$ cat src/f8_pkg.sv
/* Shared types for the cut-down f8 core.
   Widths, opcodes, flag layout, the structs passed between the core blocks
   and the instruction-size lookup used by fetch. */
package f8_pkg;

	typedef logic [15:0] addr_t;
	typedef logic [15:0] word_t;
	typedef logic [7:0] byte_t;
	// word index into one byte-wide bank
	typedef logic [14:0] bank_addr_t;

	typedef enum logic [7:0]
	{
		OPC_NOP = 8'h00,
		OPC_LD_XL_IMM = 8'h10,
		OPC_ADD_XL_IMM = 8'h11,
		OPC_SUB_XL_IMM = 8'h12,
		OPC_AND_XL_IMM = 8'h13,
		OPC_OR_XL_IMM = 8'h14,
		OPC_XOR_XL_IMM = 8'h15,
		OPC_LDW_Y_IMM = 8'h20,
		OPC_LD_DIR_XL = 8'h30,
		OPC_LDW_DIR_Y = 8'h31,
		OPC_JR = 8'h40,
		OPC_JRZ = 8'h41,
		OPC_JRNZ = 8'h42,
		OPC_JRC = 8'h43,
		OPC_TRAP = 8'hff
	} opcode_t;

	// c is bit 0, n bit 1, z bit 2
	typedef struct packed
	{
		logic z;
		logic n;
		logic c;
	} flags_t;

	// operand holds the bytes after the opcode, low byte first
	typedef struct packed
	{
		logic valid;
		addr_t pc;
		opcode_t opcode;
		word_t operand;
	} inst_t;

	typedef struct packed
	{
		logic halt;
		logic taken;
		addr_t target;
	} fetch_ctl_t;

	// en bit 0 is the low byte, bit 1 the high byte
	typedef struct packed
	{
		addr_t addr;
		word_t data;
		logic [1:0] en;
	} mem_wr_t;

	// unknown opcodes run as 1-byte nops
	function automatic logic [1:0] opcode_size(opcode_t opcode);
		case (opcode)
			OPC_LD_XL_IMM, OPC_ADD_XL_IMM, OPC_SUB_XL_IMM, OPC_AND_XL_IMM,
			OPC_OR_XL_IMM, OPC_XOR_XL_IMM, OPC_JR, OPC_JRZ, OPC_JRNZ, OPC_JRC:
				return 2'd2;
			OPC_LDW_Y_IMM, OPC_LD_DIR_XL, OPC_LDW_DIR_Y:
				return 2'd3;
			default:
				return 2'd1;
		endcase
	endfunction

endpackage

$ cat src/f8_alu.sv
/* 8-bit immediate ALU for the accumulator xl.
   Purely combinational; Z and N always follow the result. */
module f8_alu
	import f8_pkg::*;
(
	input opcode_t opcode,
	input byte_t acc,
	input byte_t imm,
	input flags_t flags_in,
	output byte_t result,
	output flags_t flags_out
);

	logic [8:0] sum;

	always_comb
	begin
		sum = '0;
		result = acc;
		flags_out = flags_in;
		case (opcode)
			OPC_ADD_XL_IMM:
			begin
				sum = {1'b0, acc} + {1'b0, imm};
				result = sum[7:0];
				flags_out.c = sum[8];
			end
			OPC_SUB_XL_IMM:
			begin
				// carry set means no borrow
				sum = {1'b0, acc} + {1'b0, ~imm} + 9'd1;
				result = sum[7:0];
				flags_out.c = sum[8];
			end
			OPC_AND_XL_IMM:
				result = acc & imm;
			OPC_OR_XL_IMM:
				result = acc | imm;
			OPC_XOR_XL_IMM:
				result = acc ^ imm;
			default:
				result = acc;
		endcase
		flags_out.z = result == 8'h00;
		flags_out.n = result[7];
	end

endmodule

$ cat src/f8_fetch.sv
/* Instruction fetch. Holds pc, addresses the even and odd banks and
   assembles 1- to 3-byte instructions; 3-byte ones take a second read. */
module f8_fetch
	import f8_pkg::*;
#(
	parameter addr_t RESET_PC = 16'h4000
)
(
	input logic clk,
	input logic reset,
	input byte_t mem_read_data_even,
	input byte_t mem_read_data_odd,
	input fetch_ctl_t ctl,
	output bank_addr_t mem_read_addr_even,
	output bank_addr_t mem_read_addr_odd,
	output inst_t inst
);

	addr_t pc;
	addr_t next_pc;
	addr_t read_addr;
	logic upper_held;
	logic fetch_upper;
	word_t lower;
	byte_t byte0;
	byte_t byte1;
	logic [1:0] size;

	// byte at pc and pc+1, picked by pc parity
	assign byte0 = pc[0] ? mem_read_data_odd : mem_read_data_even;
	assign byte1 = pc[0] ? mem_read_data_even : mem_read_data_odd;

	always_comb
	begin
		if (upper_held)
		begin
			// pc+2 has the parity of pc, so the upper byte is byte0
			inst.opcode = opcode_t'(lower[7:0]);
			inst.operand = {byte0, lower[15:8]};
		end
		else
		begin
			inst.opcode = opcode_t'(byte0);
			inst.operand = {8'h00, byte1};
		end
		inst.pc = pc;
		size = opcode_size(inst.opcode);
		fetch_upper = !reset && size == 2'd3 && !upper_held;
		inst.valid = !reset && !fetch_upper;

		if (reset)
			next_pc = RESET_PC;
		else if (fetch_upper || ctl.halt)
			next_pc = pc;
		else if (ctl.taken)
			next_pc = ctl.target;
		else
			next_pc = pc + addr_t'(size);

		// taken branches go straight to the bank address, no bubble
		read_addr = fetch_upper ? pc + 16'd2 : next_pc;
	end

	// odd address: odd bank holds A, even bank holds A+1 one row up
	assign mem_read_addr_odd = read_addr[15:1];
	assign mem_read_addr_even = read_addr[15:1] + bank_addr_t'(read_addr[0]);

	always_ff @(posedge clk)
	begin
		pc <= next_pc;
		if (reset)
			upper_held <= 1'b0;
		else
			upper_held <= fetch_upper;
		if (fetch_upper)
			lower <= {byte1, byte0};
	end

endmodule

$ cat src/f8_execute.sv
/* Execute stage. Decodes the assembled instruction, keeps xl, y and the
   flags, decides branches and raises store requests and trap. */
module f8_execute
	import f8_pkg::*;
(
	input logic clk,
	input logic reset,
	input inst_t inst,
	output fetch_ctl_t ctl,
	output mem_wr_t wr,
	output logic trap
);

	byte_t xl;
	byte_t next_xl;
	byte_t alu_result;
	word_t y;
	word_t next_y;
	flags_t flags;
	flags_t next_flags;
	flags_t alu_flags;
	addr_t rel_target;

	f8_alu i_alu
	(
		.opcode(inst.opcode),
		.acc(xl),
		.imm(inst.operand[7:0]),
		.flags_in(flags),
		.result(alu_result),
		.flags_out(alu_flags)
	);

	// relative to the jump's own address
	assign rel_target = inst.pc + {{8{inst.operand[7]}}, inst.operand[7:0]};

	always_comb
	begin
		next_xl = xl;
		next_y = y;
		next_flags = flags;
		ctl = '0;
		ctl.target = rel_target;
		wr.addr = inst.operand;
		wr.data = (inst.opcode == OPC_LDW_DIR_Y) ? y : {8'h00, xl};
		wr.en = 2'b00;
		trap = 1'b0;

		if (inst.valid)
		begin
			case (inst.opcode)
				OPC_LD_XL_IMM:
					next_xl = inst.operand[7:0];
				OPC_ADD_XL_IMM, OPC_SUB_XL_IMM, OPC_AND_XL_IMM, OPC_OR_XL_IMM,
				OPC_XOR_XL_IMM:
				begin
					next_xl = alu_result;
					next_flags = alu_flags;
				end
				OPC_LDW_Y_IMM:
				begin
					next_y = inst.operand;
					next_flags.z = inst.operand == 16'h0000;
					next_flags.n = inst.operand[15];
				end
				OPC_LD_DIR_XL:
					wr.en = 2'b01;
				OPC_LDW_DIR_Y:
					wr.en = 2'b11;
				OPC_JR:
					ctl.taken = 1'b1;
				OPC_JRZ:
					ctl.taken = flags.z;
				OPC_JRNZ:
					ctl.taken = !flags.z;
				OPC_JRC:
					ctl.taken = flags.c;
				OPC_TRAP:
				begin
					// pc holds, so trap is seen again every cycle
					trap = 1'b1;
					ctl.halt = 1'b1;
				end
				default:
				begin
					// nop and unused opcodes change nothing
				end
			endcase
		end
	end

	always_ff @(posedge clk)
	begin
		if (reset)
		begin
			xl <= '0;
			y <= '0;
			flags <= '0;
		end
		else
		begin
			xl <= next_xl;
			y <= next_y;
			flags <= next_flags;
		end
	end

endmodule

$ cat src/f8_mem_write.sv
/* Steers a byte or word store onto the even and odd banks.
   An odd address puts the low byte in the odd bank and the high byte one row up. */
module f8_mem_write
	import f8_pkg::*;
(
	input mem_wr_t wr,
	output bank_addr_t mem_write_addr_even,
	output bank_addr_t mem_write_addr_odd,
	output byte_t mem_write_data_even,
	output byte_t mem_write_data_odd,
	output logic mem_write_en_even,
	output logic mem_write_en_odd
);

	logic odd;
	bank_addr_t index;

	assign odd = wr.addr[0];
	assign index = wr.addr[15:1];

	assign mem_write_addr_odd = index;
	assign mem_write_addr_even = index + bank_addr_t'(odd);

	// swap bytes and enables for odd addresses
	assign mem_write_data_even = odd ? wr.data[15:8] : wr.data[7:0];
	assign mem_write_data_odd = odd ? wr.data[7:0] : wr.data[15:8];
	assign mem_write_en_even = odd ? wr.en[1] : wr.en[0];
	assign mem_write_en_odd = odd ? wr.en[0] : wr.en[1];

endmodule

$ cat src/f8_core.sv
/* Top level of the cut-down f8 core.
   Connects fetch, execute and store steering to the two memory banks. */
module f8_core
	import f8_pkg::*;
#(
	parameter addr_t RESET_PC = 16'h4000
)
(
	input logic clk,
	input logic reset,
	output bank_addr_t mem_read_addr_even,
	output bank_addr_t mem_read_addr_odd,
	input byte_t mem_read_data_even,
	input byte_t mem_read_data_odd,
	output bank_addr_t mem_write_addr_even,
	output bank_addr_t mem_write_addr_odd,
	output byte_t mem_write_data_even,
	output byte_t mem_write_data_odd,
	output logic mem_write_en_even,
	output logic mem_write_en_odd,
	output logic trap
);

	inst_t inst;
	fetch_ctl_t ctl;
	mem_wr_t wr;

	f8_fetch #(.RESET_PC(RESET_PC)) i_fetch
	(
		.clk(clk),
		.reset(reset),
		.mem_read_data_even(mem_read_data_even),
		.mem_read_data_odd(mem_read_data_odd),
		.ctl(ctl),
		.mem_read_addr_even(mem_read_addr_even),
		.mem_read_addr_odd(mem_read_addr_odd),
		.inst(inst)
	);

	f8_execute i_execute
	(
		.clk(clk),
		.reset(reset),
		.inst(inst),
		.ctl(ctl),
		.wr(wr),
		.trap(trap)
	);

	f8_mem_write i_mem_write
	(
		.wr(wr),
		.mem_write_addr_even(mem_write_addr_even),
		.mem_write_addr_odd(mem_write_addr_odd),
		.mem_write_data_even(mem_write_data_even),
		.mem_write_data_odd(mem_write_data_odd),
		.mem_write_en_even(mem_write_en_even),
		.mem_write_en_odd(mem_write_en_odd)
	);

endmodule

$ cat config.mk
export PLATFORM = sky130hd
export DESIGN_NAME = f8_core
export DESIGN_NICKNAME = d
export VERILOG_FILES = /design/src/f8_pkg.sv /design/src/f8_alu.sv /design/src/f8_fetch.sv /design/src/f8_execute.sv /design/src/f8_mem_write.sv /design/src/f8_core.sv
export SDC_FILE = /design/constraint.sdc
export NUM_CORES = 1
export LEC_CHECK = 0
export ABC_AREA = 1
export BUFFER_PORTS_ARGS = -buffer_cell sky130_fd_sc_hd__clkbuf_2
export CAP_MARGIN = 5
export CELL_PAD_IN_SITES_DETAIL_PLACEMENT = 2
export CELL_PAD_IN_SITES_GLOBAL_PLACEMENT = 2
export CORE_ASPECT_RATIO = 1.75
export CORE_MARGIN = 2
export CORE_UTILIZATION = 34
export DETAILED_ROUTE_END_ITERATION = 10
export PLACE_DENSITY_LB_ADDON = 0.1
export SYNTH_ARGS = -nofsm -noshare
export SYNTH_HDL_FRONTEND = slang
export SYNTH_SLANG_ARGS = --single-unit
$ cat constraint.sdc
create_clock -name clk -period 25.7 [get_ports clk]
set_clock_uncertainty 0.1 [all_clocks]
set_input_delay 7.71 -clock clk [delete_from_list [all_inputs] [get_ports clk]]
set_output_delay 7.71 -clock clk [all_outputs]
set_load 0.01 [all_outputs]
# After elaboration in Yosys (flattened, before gate mapping)

Cells that the tools add are included.
W data, S select, Z words.

Flip-flop bits (word level): 59
Output and inout port bits: 79

Add/sub/neg operators: 8
Equal/unequal tests: 15
Muxes and demuxes: 23
Bitwise operators: 4
Reductions and logical operators: 20

Operator list:

| kind                    | count |
|---|---|
| $mux W16                | 5 |
| $eq A8 B5 Y1 const B    | 6 |
| $pmux W8 S5             | 1 |
| $eq A8 B7 Y1 const B    | 4 |
| $mux W8                 | 4 |
| $add A15 B1 Y15         | 2 |
| $eq A8 B6 Y1 const B    | 3 |
| $mux W24                | 1 |
| $add A8 B8 Y9           | 2 |
| $add A16 B16 Y16        | 1 |
| $add A16 B2 Y16         | 1 |
| $add A16 B2 Y16 const B | 1 |
| $logic_not A16 Y1       | 1 |
| $pmux W8 S2             | 1 |
| $pmux W2 S2             | 3 |
| $reduce_or A10 Y1       | 1 |
| $add A9 B1 Y9 const B   | 1 |
| $and A8 B8 Y8           | 1 |
| $eq A8 B8 Y1 const B    | 1 |
| $logic_not A8 Y1        | 1 |
| $not A8 Y8              | 1 |
| $or A8 B8 Y8            | 1 |
| $xor A8 B8 Y8           | 1 |
| $reduce_and A2 Y1       | 3 |
| 12 further kinds        | 23 |

# Longest topological paths before layout

Gate-level depths: netlist (run 1).

Depth after elaboration: 16
Mapped depth: 37

# Cells and area by module

A second synthesis (run 1) with hierarchy kept.

Cell total of the unflattened synthesis: 1,370
Area, all modules: 8,125.3 um^2

By module, submodules not included:

| module       | instances | cells an instance | area each (um^2) | sequential area each (um^2) |
|---|---|---|---|---|
| f8_fetch     | 1         | 522               | 3,296.9          | 820.8 |
| f8_execute   | 1         | 457               | 2,663.8          | 540.5 |
| f8_alu       | 1         | 263               | 1,477.7          | 0.0 |
| f8_mem_write | 1         | 128               | 686.9            | 0.0 |

# Least setup slack after synthesis (run 1)

OpenSTA, ideal clock, no wires.

Kind: input port to output port
Start point: input mem_read_data_odd[0]
End point: output mem_read_addr_even[10]
Arrival: 11.225 ns
Data required time: 17.890 ns
Setup slack: 6.665 ns
Cell stages on the path: 28
Path buffers: 0
Path through: nand2_1 nand3_1 nand2_2 nand2_2 nor2_4 nand2_2 nand2_4 nand2_4 nand2_1 nor2_1 inv_1 nand2_1 o21ai_0 inv_1 ha_1 inv_1 fa_1 a21oi_1 o21ai_0 o21ai_0 ha_1 ha_1 inv_1 a21oi_2 nand2_2 nor2_2 a21oi_1 nor2_1

Cells in the longest elaborated chain, start to end: 16

Ends and longest elaborated chain:

| what                                                     | line           | source |
|---|---|---|
| from (decl)                                              | f8_core.sv:14  | `input byte_t mem_read_data_odd,` |
| $mux W8                                                  | f8_fetch.sv:30 | `assign byte0 = pc[0] ? mem_read_data_odd : mem_read_data_even;` |
| $mux W24 *                                               | f8_fetch.sv:35 | `if (upper_held)` |
| branches (longest 12 deep; another with $add A16 B2 Y16) | -              |  |
| $mux W16 *                                               | f8_fetch.sv:61 | `read_addr = fetch_upper ? pc + 16'd2 : next_pc;` |
| via mem_read_addr_odd[0]                                 | f8_core.sv:12  | `output bank_addr_t mem_read_addr_odd,` |
| $add A15 B1 Y15 *                                        | f8_fetch.sv:66 | `assign mem_read_addr_even = read_addr[15:1] + bank_addr_t'(read_addr[0]);` |
| to (decl)                                                | f8_core.sv:11  | `output bank_addr_t mem_read_addr_even,` |

Mark *: on every way through the listed nets, which the timed path passes.

# Worst setup path after layout (run 1)

Start point: input mem_read_data_odd[6]
End point: output mem_read_addr_even[8]

Cells in the longest elaborated chain, start to end: 16

Ends and longest elaborated chain:

| what                                                     | line |
|---|---|
| $mux W8                                                  | f8_fetch.sv:30 |
| $mux W24 *                                               | f8_fetch.sv:35 |
| branches (longest 12 deep; another with $add A16 B2 Y16) | - |
| $mux W16 *                                               | f8_fetch.sv:61 |
| $add A15 B1 Y15 *                                        | f8_fetch.sv:66 |

Mark *: on every way between the ends.

==> results of run 1 <==
==> worst min-delay path by stage <==
stage / slack (ns) / to / cells after the start
2_1_floorplan: 0.33 / i_execute.y[10] / 2
3_3_place_gp: 0.34 / i_execute.y[14] / 2
3_5_place_dp: 0.36 / i_execute.y[13] / 2
4_1_cts: 0.37 / i_execute.y[13] / 2
5_1_grt: 0.40 / i_execute.y[13] / 2
6_report: 0.36 / i_execute.y[10] / 2
==> synth_stat cells, types with 2 or more instances <==
| cell | n | share of area |
|---|---|---|
| and2_1 | 4 | 0.0038 |
| nand2_4 | 7 | 0.012 |
| nor2_1 | 81 | 0.046 |
| nor2_2 | 6 | 0.0057 |
| nand3_2 | 4 | 0.0061 |
| ha_1 | 45 | 0.085 |
| a21oi_1 | 50 | 0.038 |
| nor3_2 | 7 | 0.011 |
| xnor2_1 | 10 | 0.013 |
| nand3_1 | 93 | 0.070 |
| o21ai_1 | 3 | 0.0023 |
| a31oi_1 | 5 | 0.0047 |
| or2_2 | 16 | 0.015 |
| nand2_1 | 245 | 0.14 |
| nor3_1 | 9 | 0.0068 |
| inv_2 | 3 | 0.0017 |
| nor2_4 | 4 | 0.0068 |
| inv_6 | 2 | 0.0027 |
| a211oi_1 | 3 | 0.0034 |
| o211ai_1 | 9 | 0.010 |
| buf_4 | 18 | 0.020 |
| o22ai_1 | 3 | 0.0028 |
| o21ai_0 | 82 | 0.062 |
| a221oi_1 | 3 | 0.0040 |
| xor2_1 | 29 | 0.038 |
| inv_1 | 128 | 0.073 |
| or2_1 | 7 | 0.0066 |
| fa_1 | 3 | 0.0091 |
| o21ai_2 | 3 | 0.0040 |
| buf_6 | 8 | 0.014 |
| clkbuf_1 | 15 | 0.0085 |
| edfxtp_1 | 16 | 0.073 |
| dfxtp_1 | 43 | 0.13 |
| nand4_1 | 21 | 0.020 |
| nand2_2 | 29 | 0.027 |
==> final cells by class <==
type,count,area [µm²]
Multi-Input combinational cell,794,4460
Clock buffer,11,243
Clock inverter,5,100
Fill cell,2408,11600
Sequential cell,59,1340
Inverter,134,513
Timing Repair Buffer,107,563
Tap cell,241,302
==> state kept, by name (all words and copies together), names as in the netlist <==
| name | count |
|---|---|
| i_execute.y | 16 |
| i_execute.flags | 2 |
| i_execute.xl | 8 |
| i_fetch.lower | 16 |
| i_fetch.pc | 16 |
| i_fetch.upper_held | 1 |
==> placed cells by master (no fill, tap or decap), types with 2 or more instances in the layout <==
cell,n
o211ai_1,9
bufinv_16,3
nand2_1,245
nor3_2,7
nor2_1,81
a21oi_1,50
o22ai_1,3
and2_1,4
a211oi_1,3
ha_1,45
o21ai_2,3
edfxtp_1,16
clkinv_2,2
nor2_2,6
a31oi_1,5
nand3_2,4
nor3_1,9
nand2_2,29
clkbuf_2,96
nor2_4,4
buf_4,11
or2_1,7
a221oi_1,3
o21ai_1,4
o21ai_0,81
inv_2,3
dfxtp_1,43
fa_1,3
nand2_4,7
or2_2,16
inv_6,2
nand4_1,21
xor2_1,29
xnor2_1,10
clkbuf_16,9
nand3_1,93
inv_1,128
==> stage by stage <==
| step | hold WS [ns] | instances | utilization | cell area, µm² |
|---|---|---|---|---|
| after CTS | 0.367 | 1351 | 0.394 | 7520 |
| after detailed placement | 0.358 | 1335 | 0.376 | 7180 |
| after floorplan | 0.330 | 1030 | - | 6610 |
| final | 0.359 | 1351 | 0.394 | 7520 |
| after global routing | 0.405 | 1351 | 0.394 | 7520 |
| after global placement | 0.340 | 1335 | 0.376 | 7180 |
==> worst max-delay path: cells and delay by family <==
kind | cells | cell delay (ns)
buffers and inverters | 5 | 0.61
AOI/OAI and AO/OA | 4 | 0.78
adders and majority gates | 2 | 0.64
xor gates and xnor gates | 2 | 0.33
and+or+nand+nor | 16 | 2.06
==> routing by layer <==
metal	GRT usage	part of all wire	up-vias
met5	0	0	-
met4	0.117	0.040	0
met3	0.0270	0.020	47
met2	0.555	0.60	129
met1	0.261	0.34	3549
li1	-	-	3494
==> cell families (layout without fill, tap and decap cells) <==
| kind of cell | count (synthesis) | in the layout |
|---|---|---|
| compound gates | 170 | 170 |
| simple gates | 537 | 537 |
| fa+ha+maj | 48 | 48 |
| flops | 59 | 59 |
| xor+xnor | 39 | 39 |
| buf+inv | 177 | 257 |
==> where the power goes <==
part / total (mW) / switching (mW) / internal, mW
clock: 0.143 / 0.0455 / 0.0971
sequential: 0.108 / 0.00664 / 0.102
combinational: 0.172 / 0.120 / 0.0520
==> metrics.md, run 1 <==
| Metric | Value |
|---|---|
| Die footprint | 20600 µm² |
| Clk sinks | 59 |
| Xor/xnor share of the synthesized area | 0.0517 |
| CTS Buffer Depth | 2 |
| Worst Path Arrival | 12.13 ns |
| Hold Startpoint | i_execute.y[10] |
| Leak | 3.65 nW |
| # rows | 67 |
| Crit path from | mem_read_data_odd[6] |
| RR Startpoint | i_fetch.upper_held |
| Main combinational cell family by area after synthesis | simple AND/OR/NAND/NOR gates |
| Syn Nets | 1096 |
| Tmin final | 19.94 ns |
| CP max FO | 8 |
| Diode count | 0 |
| # nets final | 1171 |
| MaxCap Viol Count | 0 |
| Crit path to | mem_read_addr_even[8] |
| DR DRC count | 0 |
| Vias in the first global route | 7861 |
| CP Class | in2out |
| Post-route ant nets | 0 |
| Clk pin slew, worst setup/hold paths | 0.06 ns |
| Pre-CTS setup slack | 5.77 ns |
| Final WL | 27.2 mm |
| Crit path largest cell delay | 0.43 ns |
| Overall power | 0.423 mW |
| Tot GR Track Use | 0.272 |
| Final setup TNS | 0 ns |
| CTS buffer count | 9 |
| Most Frequent Cell on Critical Path | nand2_1 |
| Starting density of the core | 0.346 |
| Antenna violations before repair | 0 |
| Routed vias/inst | 5.34 |
| Asr flop ratio synth | 0 |
| Adder and majority cell fraction of the synthesized area | 0.0943 |
| Die width | 109 µm |
| Final Slew Violations | 0 |
| Post-synthesis instance total | 1030 |
| Cell variety after synth | 51 |
| Ys Warns | 0 |
| Relative slew slack | 0.437 |
| Post-cts sizing count | 0 |
| Share of cells above drive strength 1 | 0.189 |
| Peak VDD IR | 0.0306 mV |
| Setup Buffers After CTS | 0 |
| RePlAce Congestion | 0.821 |
| Post-CTS Hold Buffers | 0 |
| Seq/Total Area, Yosys | 0.203 |
| Most used DFF post-synth | dfxtp_1 |
| PwrDens | 56.3 nW/µm² |
| DP Wirelength | 22.2 mm |
| Initial DRC Count | 198 |
| # IOs | 97 |
| R2R Setup Slk | 20.92 ns |
| Synth Area in Simple Gates | 0.384 |
| Synthesized cell area | 6610 µm² |
| Tcrit/Tclk final | 0.776 |
| Status | finished, final reports clean |
| Mux share of post-synthesis cell area | 0 |
| Total via count in the routed design | 7219 |
| CTS tree | yes |
| Worst reg2reg path depth | 24 |
| CORE AREA | 19100 µm² |
| Highest clock rate | 0.0501 GHz |
| Port-buffer cells | 96 |
| Die Span Y | 188 µm |
| Reg2reg end | i_fetch.pc[15] |
| CP max-delay cell | fa_1 |
| Largest net degree at the start of global routing | 36 |
| Hold Violations, Final | 0 |
| CP Capture Type | output pin |
| Routed length per instance | 20.1 µm |
| CP Launch Type | input port |
| Synthesized flop and latch total | 59 |
| Syn Area/Cell | 6.42 µm² |
| Hold Crit Class | reg2reg |
| RSZ-0062 raised after global routing | false |
| P&R area growth vs syn | 13.8% |
| Total gr overflow | 0 |
| Worst setup margin | 5.76 ns |
| WP data required | 17.89 ns |
| Global-route wire length before repair | 42.6 mm |
| 1st-pass router iterations | 6 |
| Least-Margin Pin Slew | 0.842 ns |
| CTS H-Tree Depth | 3 |
| Clk Latency, worst-skew pair | 0.33 ns |
| Compound-cell area share of the yosys netlist | 0.145 |
| EDFF count, synth | 16 |
| Clk root buf | clkbuf_16 |
| Setup Viol. Count Final | 0 |
Power figures use the tool's default switching activity.
==> run 2, diff against run 1 <==
- CORE_UTILIZATION: 34 -> 32
- clock period: 25.7 -> 19.6 ns (I/O delays scaled with it)
==> run 2 against run 1 <==
Effect of this change: utilization shrank 2.6 points; global-route usage shrank 1.7 points; worst hold slack lost 0.0035 ns; power grew 23%; final cell count grew 0.52%; via count shrank 0.15%; first-iteration DRC count grew 8.6%; sequential share of layout area grew 0.14 points; routed wire length grew 1.7%; largest cell class unchanged.
==> metrics.md, run 2 (synthesis results as in run 1) <==
| Metric | Value |
|---|---|
| CP max-delay cell | fa_1 |
| DP Wirelength | 22.6 mm |
| Leak | 3.61 nW |
| Starting density of the core | 0.326 |
| Vias in the first global route | 7962 |
| Internal power | 0.295 mW |
| CTS H-Tree Depth | 3 |
| MaxCap Viol Count | 0 |
| P&R area growth vs syn | 12.9% |
| Hold Crit Class | reg2reg |
| RSZ-0062 raised after global routing | false |
| Total gr overflow | 0 |
| Post-cts sizing count | 0 |
| CP Capture Type | output pin |
| CTS Buffer Depth | 2 |
| Reg2reg end | i_fetch.pc[15] |
| Clk pwr share | 0.292 |
| Crit path to | mem_read_addr_even[14] |
| PwrDens | 69.9 nW/µm² |
| Worst Path Arrival | 10.26 ns |
| Pre-CTS setup slack | 3.37 ns |
| Worst reg2reg path depth | 25 |
| Share of cells above drive strength 1 | 0.186 |
| CTS tree | yes |
| Tot GR Track Use | 0.256 |
| Leading cell type in the layout, fill and taps excluded | nand2_1 |
| Die width | 113 µm |
| Clk Latency, worst-skew pair | 0.35 ns |
| CP max FO | 8 |
| Status | finished, final reports clean |
| Initial DRC Count | 215 |
| Post-route ant nets | 0 |
| Sw frac | 0.435 |
| Peak VDD IR | 0.0473 mV |
| Post-CTS Hold Buffers | 0 |
| Hold Violations, Final | 0 |
| DR DRC count | 0 |
| Diode count | 0 |
| 1st-pass router iterations | 4 |
| Tcrit/Tclk final | 0.828 |
| CP Class | in2out |
| Port-buffer cells | 96 |
| CP Launch Type | input port |
| Relative slew slack | 0.262 |
| Routed length per instance | 20.3 µm |
| Crit path from | mem_read_data_odd[7] |
| Overall power | 0.522 mW |
| Clk root buf | clkbuf_16 |
| Routed vias/inst | 5.31 |
| Biggest registers after layout | i_execute.y x16, i_fetch.lower x16, i_fetch.pc x16 |
| Total via count in the routed design | 7208 |
| Antenna violations before repair | 0 |
| CTS buffer count | 9 |
| Largest net degree at the start of global routing | 36 |
| Setup Viol. Count Final | 0 |
| RR Startpoint | i_fetch.pc[0] |
| Post-route insts no fill | 1358 |
| Seq pwr share | 0.280 |
| Die footprint | 21900 µm² |
| # IOs | 97 |
| Hold_ws | 0.356 ns |
| # rows | 69 |
| Placed cell count | 1342 |
| Final WL | 27.6 mm |
| Clk sinks | 59 |
| WP data required | 13.62 ns |
| Final setup TNS | 0 ns |
| Worst setup margin | 3.36 ns |
| Switch Pwr | 0.227 mW |
| R2R Setup Slk | 14.59 ns |
| Global-route wire length before repair | 43.4 mm |
| Die Span Y | 194 µm |
| Clk pin slew, worst setup/hold paths | 0.05 ns |
| Least-Margin Pin Slew | 1.11 ns |
| Most frequent cells in the layout | nand2_1, inv_1, clkbuf_2 |
| Setup Buffers After CTS | 0 |
| # nets final | 1171 |
| CORE AREA | 20300 µm² |
| Comb power frac | 0.427 |
| Highest clock rate | 0.0616 GHz |
| RePlAce Congestion | 0.831 |
| Tmin final | 16.24 ns |
| Final Slew Violations | 0 |
| Crit path largest cell delay | 0.45 ns |
-- run 2: changes by cell type in the layout (fill, tap and decap cells not counted) --
cell	before	now
bufinv_16	3	0
clkbuf_1	1	4
clkbuf_16	9	10
clkbuf_8	1	0
-- run 2: final cells by class --
cell class | count | area [µm²]
fillers | 2605 | 12800
multi-input cells | 794 | 4460
flip-flops and latches | 59 | 1340
repair buffers | 107 | 563
inverters | 134 | 513
well taps | 248 | 310
clock buffers | 14 | 265
clock inverters | 2 | 10.0
-- run 2: worst min path at each step --
stage                          from         endpoint  slack (ns)  depth (start not counted)
global route        i_execute.y[13]  i_execute.y[13]        0.38                          2
finish              i_execute.y[10]  i_execute.y[10]        0.36                          2
detailed placement  i_execute.y[13]  i_execute.y[13]        0.35                          2
global placement     i_execute.y[9]   i_execute.y[9]        0.34                          2
floorplan           i_execute.y[10]  i_execute.y[10]        0.33                          2
CTS                 i_execute.y[13]  i_execute.y[13]        0.36                          2
-- run 2: critical path, delay by kind of cell --
family          cells  cell delay (ns)
compound gates      5             0.97
simple gates       15             1.74
fa+ha+maj           4             1.07
buf+inv             6             0.61
-- run 2: routing by layer --
metal,track usage,part of all wire,vias up,routed length [µm]
met5,0,0,-,0
met4,0.104,0.041,0,1130
met3,0.0353,0.022,53,617
met2,0.534,0.60,107,16500
met1,0.235,0.34,3556,9410
li1,-,-,3492,-
-- run 2: power by group through the flow --
stage               clock network [mW]  logic, mW  registers [mW]
global route                     0.160      0.247           0.147
floorplan                            0      0.151           0.140
detailed placement                   0      0.226           0.149
finish                           0.152      0.223           0.146
global placement                     0      0.221           0.149
CTS                              0.154      0.227           0.147
-- run 2: metrics by stage --
| step | instance area, µm² | util |
|---|---|---|
| 6_report | 7460 | 0.368 |
| 5_1_grt | 7460 | 0.368 |
| 4_1_cts | 7460 | 0.368 |
| 3_5_place_dp | 7190 | 0.354 |
| 3_3_place_gp | 7190 | 0.354 |
| 2_1_floorplan | 6610 | - |
==> run 3, diff against run 2 <==
- clock period: 19.6 -> 16.3 ns (I/O delays scaled with it)
==> run 3 against run 2 <==
Effect of this change: sequential share of layout area barely moved; via count shrank 0.36%; combinational power is 21% higher; highest routed layer unchanged; sequential power increased by 20%; largest cell class unchanged; worst hold slack about the same; first-iteration DRC count is 7.9% lower; non-clock buffer count decreased by 3; final area grew 0.27%; critical path type unchanged; worst setup slack got worse by 1.4 ns.
==> metrics.md, run 3 (synthesis results as in run 1) <==
| Metric | Value |
|---|---|
| CORE AREA | 20300 µm² |
| CTS Buffer Depth | 2 |
| Vias in the first global route | 7840 |
| Final setup TNS | 0 ns |
| # nets final | 1168 |
| Die width | 113 µm |
| Post-CTS Hold Buffers | 0 |
| Crit path largest cell delay | 0.46 ns |
| Tmin final | 14.30 ns |
| Final Slew Violations | 0 |
| Routed length per instance | 20.3 µm |
| Setup Viol. Count Final | 0 |
| Highest clock rate | 0.0700 GHz |
| # fillers | 2568 |
| Starting density of the core | 0.326 |
| Post-route ant nets | 0 |
| RePlAce Congestion | 0.845 |
| Relative slew slack | 0.254 |
| P&R area growth vs syn | 13.2% |
| Largest net degree at the start of global routing | 36 |
| Least-Margin Pin Slew | 1.12 ns |
| Biggest registers after layout | i_execute.y x16, i_fetch.lower x16, i_fetch.pc x16 |
| Area occupied by multi-input gates | 4460 µm² |
| RSZ-0062 raised after global routing | false |
| Final WL | 27.5 mm |
| Total via count in the routed design | 7182 |
| Status | finished, final reports clean |
| # IOs | 97 |
| WP data required | 11.31 ns |
| Placed cell area | 7170 µm² |
| Routed vias/inst | 5.30 |
| Hold_ws | 0.356 ns |
| Clk Latency, worst-skew pair | 0.35 ns |
| Most frequent cells in the layout | nand2_1, inv_1, clkbuf_2 |
| Clk root buf | clkbuf_16 |
| Peak VDD IR | 0.0574 mV |
| Diode count | 0 |
| # rows | 69 |
| Antenna violations before repair | 0 |
| Port-buffer cells | 96 |
| Share of cells above drive strength 1 | 0.187 |
| Hold Crit Class | reg2reg |
| Leak | 3.61 nW |
| Tcrit/Tclk final | 0.877 |
| Setup Buffers After CTS | 0 |
| PwrDens | 87.9 nW/µm² |
| MaxCap Viol Count | 0 |
| Worst Path Arrival | 9.31 ns |
| CTS buffer count | 9 |
| FF+latch area | 1340 µm² |
| Global-route wire length before repair | 43.0 mm |
| CP Class | in2out |
| CTS H-Tree Depth | 3 |
| Die Span Y | 194 µm |
| Die footprint | 21900 µm² |
| Initial DRC Count | 198 |
| CP max FO | 8 |
| Finished Cell Area | 7480 µm² |
| Total gr overflow | 0 |
| Post-cts sizing count | 0 |
| CP max-delay cell | fa_1 |
| Clk sinks | 59 |
| CTS tree | yes |
| DP Wirelength | 22.4 mm |
| CP Capture Type | output pin |
| 1st-pass router iterations | 4 |
| CP Launch Type | input port |
| Leading cell type in the layout, fill and taps excluded | nand2_1 |
| Tot GR Track Use | 0.252 |
| Clk pin slew, worst setup/hold paths | 0.06 ns |
| Hold Violations, Final | 0 |
| DR DRC count | 0 |
## run 3: cell types whose count changed in the layout (fill, tap and decap cells not counted), sizes merged
cell and change:
clkinv -1, clkinvlp +2, inv +1, bufinv +2, buf -3, clkbuf -4
## run 3: final timing paths
kind	end	cells after the start	slack [ns]	from
hold / removal	i_execute.y[10]	2	0.36	i_execute.y[10]
setup reg to reg	i_fetch.pc[15]	25	11.33	i_fetch.pc[0]
hold reg to reg	i_execute.y[10]	2	0.36	i_execute.y[10]
setup / recovery	mem_read_addr_even[10]	29	2.00	mem_read_data_odd[0]
## run 3: per-stage QoR
step | power [mW] | worst slack (ns) | utilization | instances
2_1_floorplan | 0.350 | 2.90 | - | 1030
6_report | 0.658 | 2.00 | 0.369 | 1355
3_3_place_gp | 0.444 | 2.14 | 0.353 | 1339
5_1_grt | 0.696 | 1.46 | 0.369 | 1355
3_5_place_dp | 0.450 | 1.98 | 0.353 | 1339
4_1_cts | 0.664 | 1.93 | 0.369 | 1355
## run 3: per-layer routing
layer | vias up | routed length (µm) | track usage
met2 | 108 | 16200 | 0.520
li1 | 3489 | - | -
met3 | 56 | 524 | 0.0306
met5 | - | 0 | 0
met4 | 0 | 1220 | 0.110
met1 | 3529 | 9490 | 0.238
## run 3: where the power goes
part           switching, mW  total, mW  leakage, nW  internal [mW]
registers             0.0153      0.175        0.492          0.160
clock network         0.0791      0.213        0.149          0.134
logic                  0.187      0.269         2.97         0.0821
## run 3: critical path: cells and delay by family
| kind | cells | cell delay [ns] |
|---|---|---|
| simple gates | 13 | 1.64 |
| fa+ha+maj | 4 | 1.10 |
| buf+inv | 6 | 0.60 |
| compound gates | 6 | 1.06 |
## run 3: layout make-up
cell class / count / area share
Inverter: 134 / 0.0685
Multi-Input combinational cell: 794 / 0.596
Clock buffer: 10 / 0.0306
Sequential cell: 59 / 0.179
Tap cell: 248 / 0.0415
Clock inverter: 6 / 0.0119
Timing Repair Buffer: 104 / 0.0722
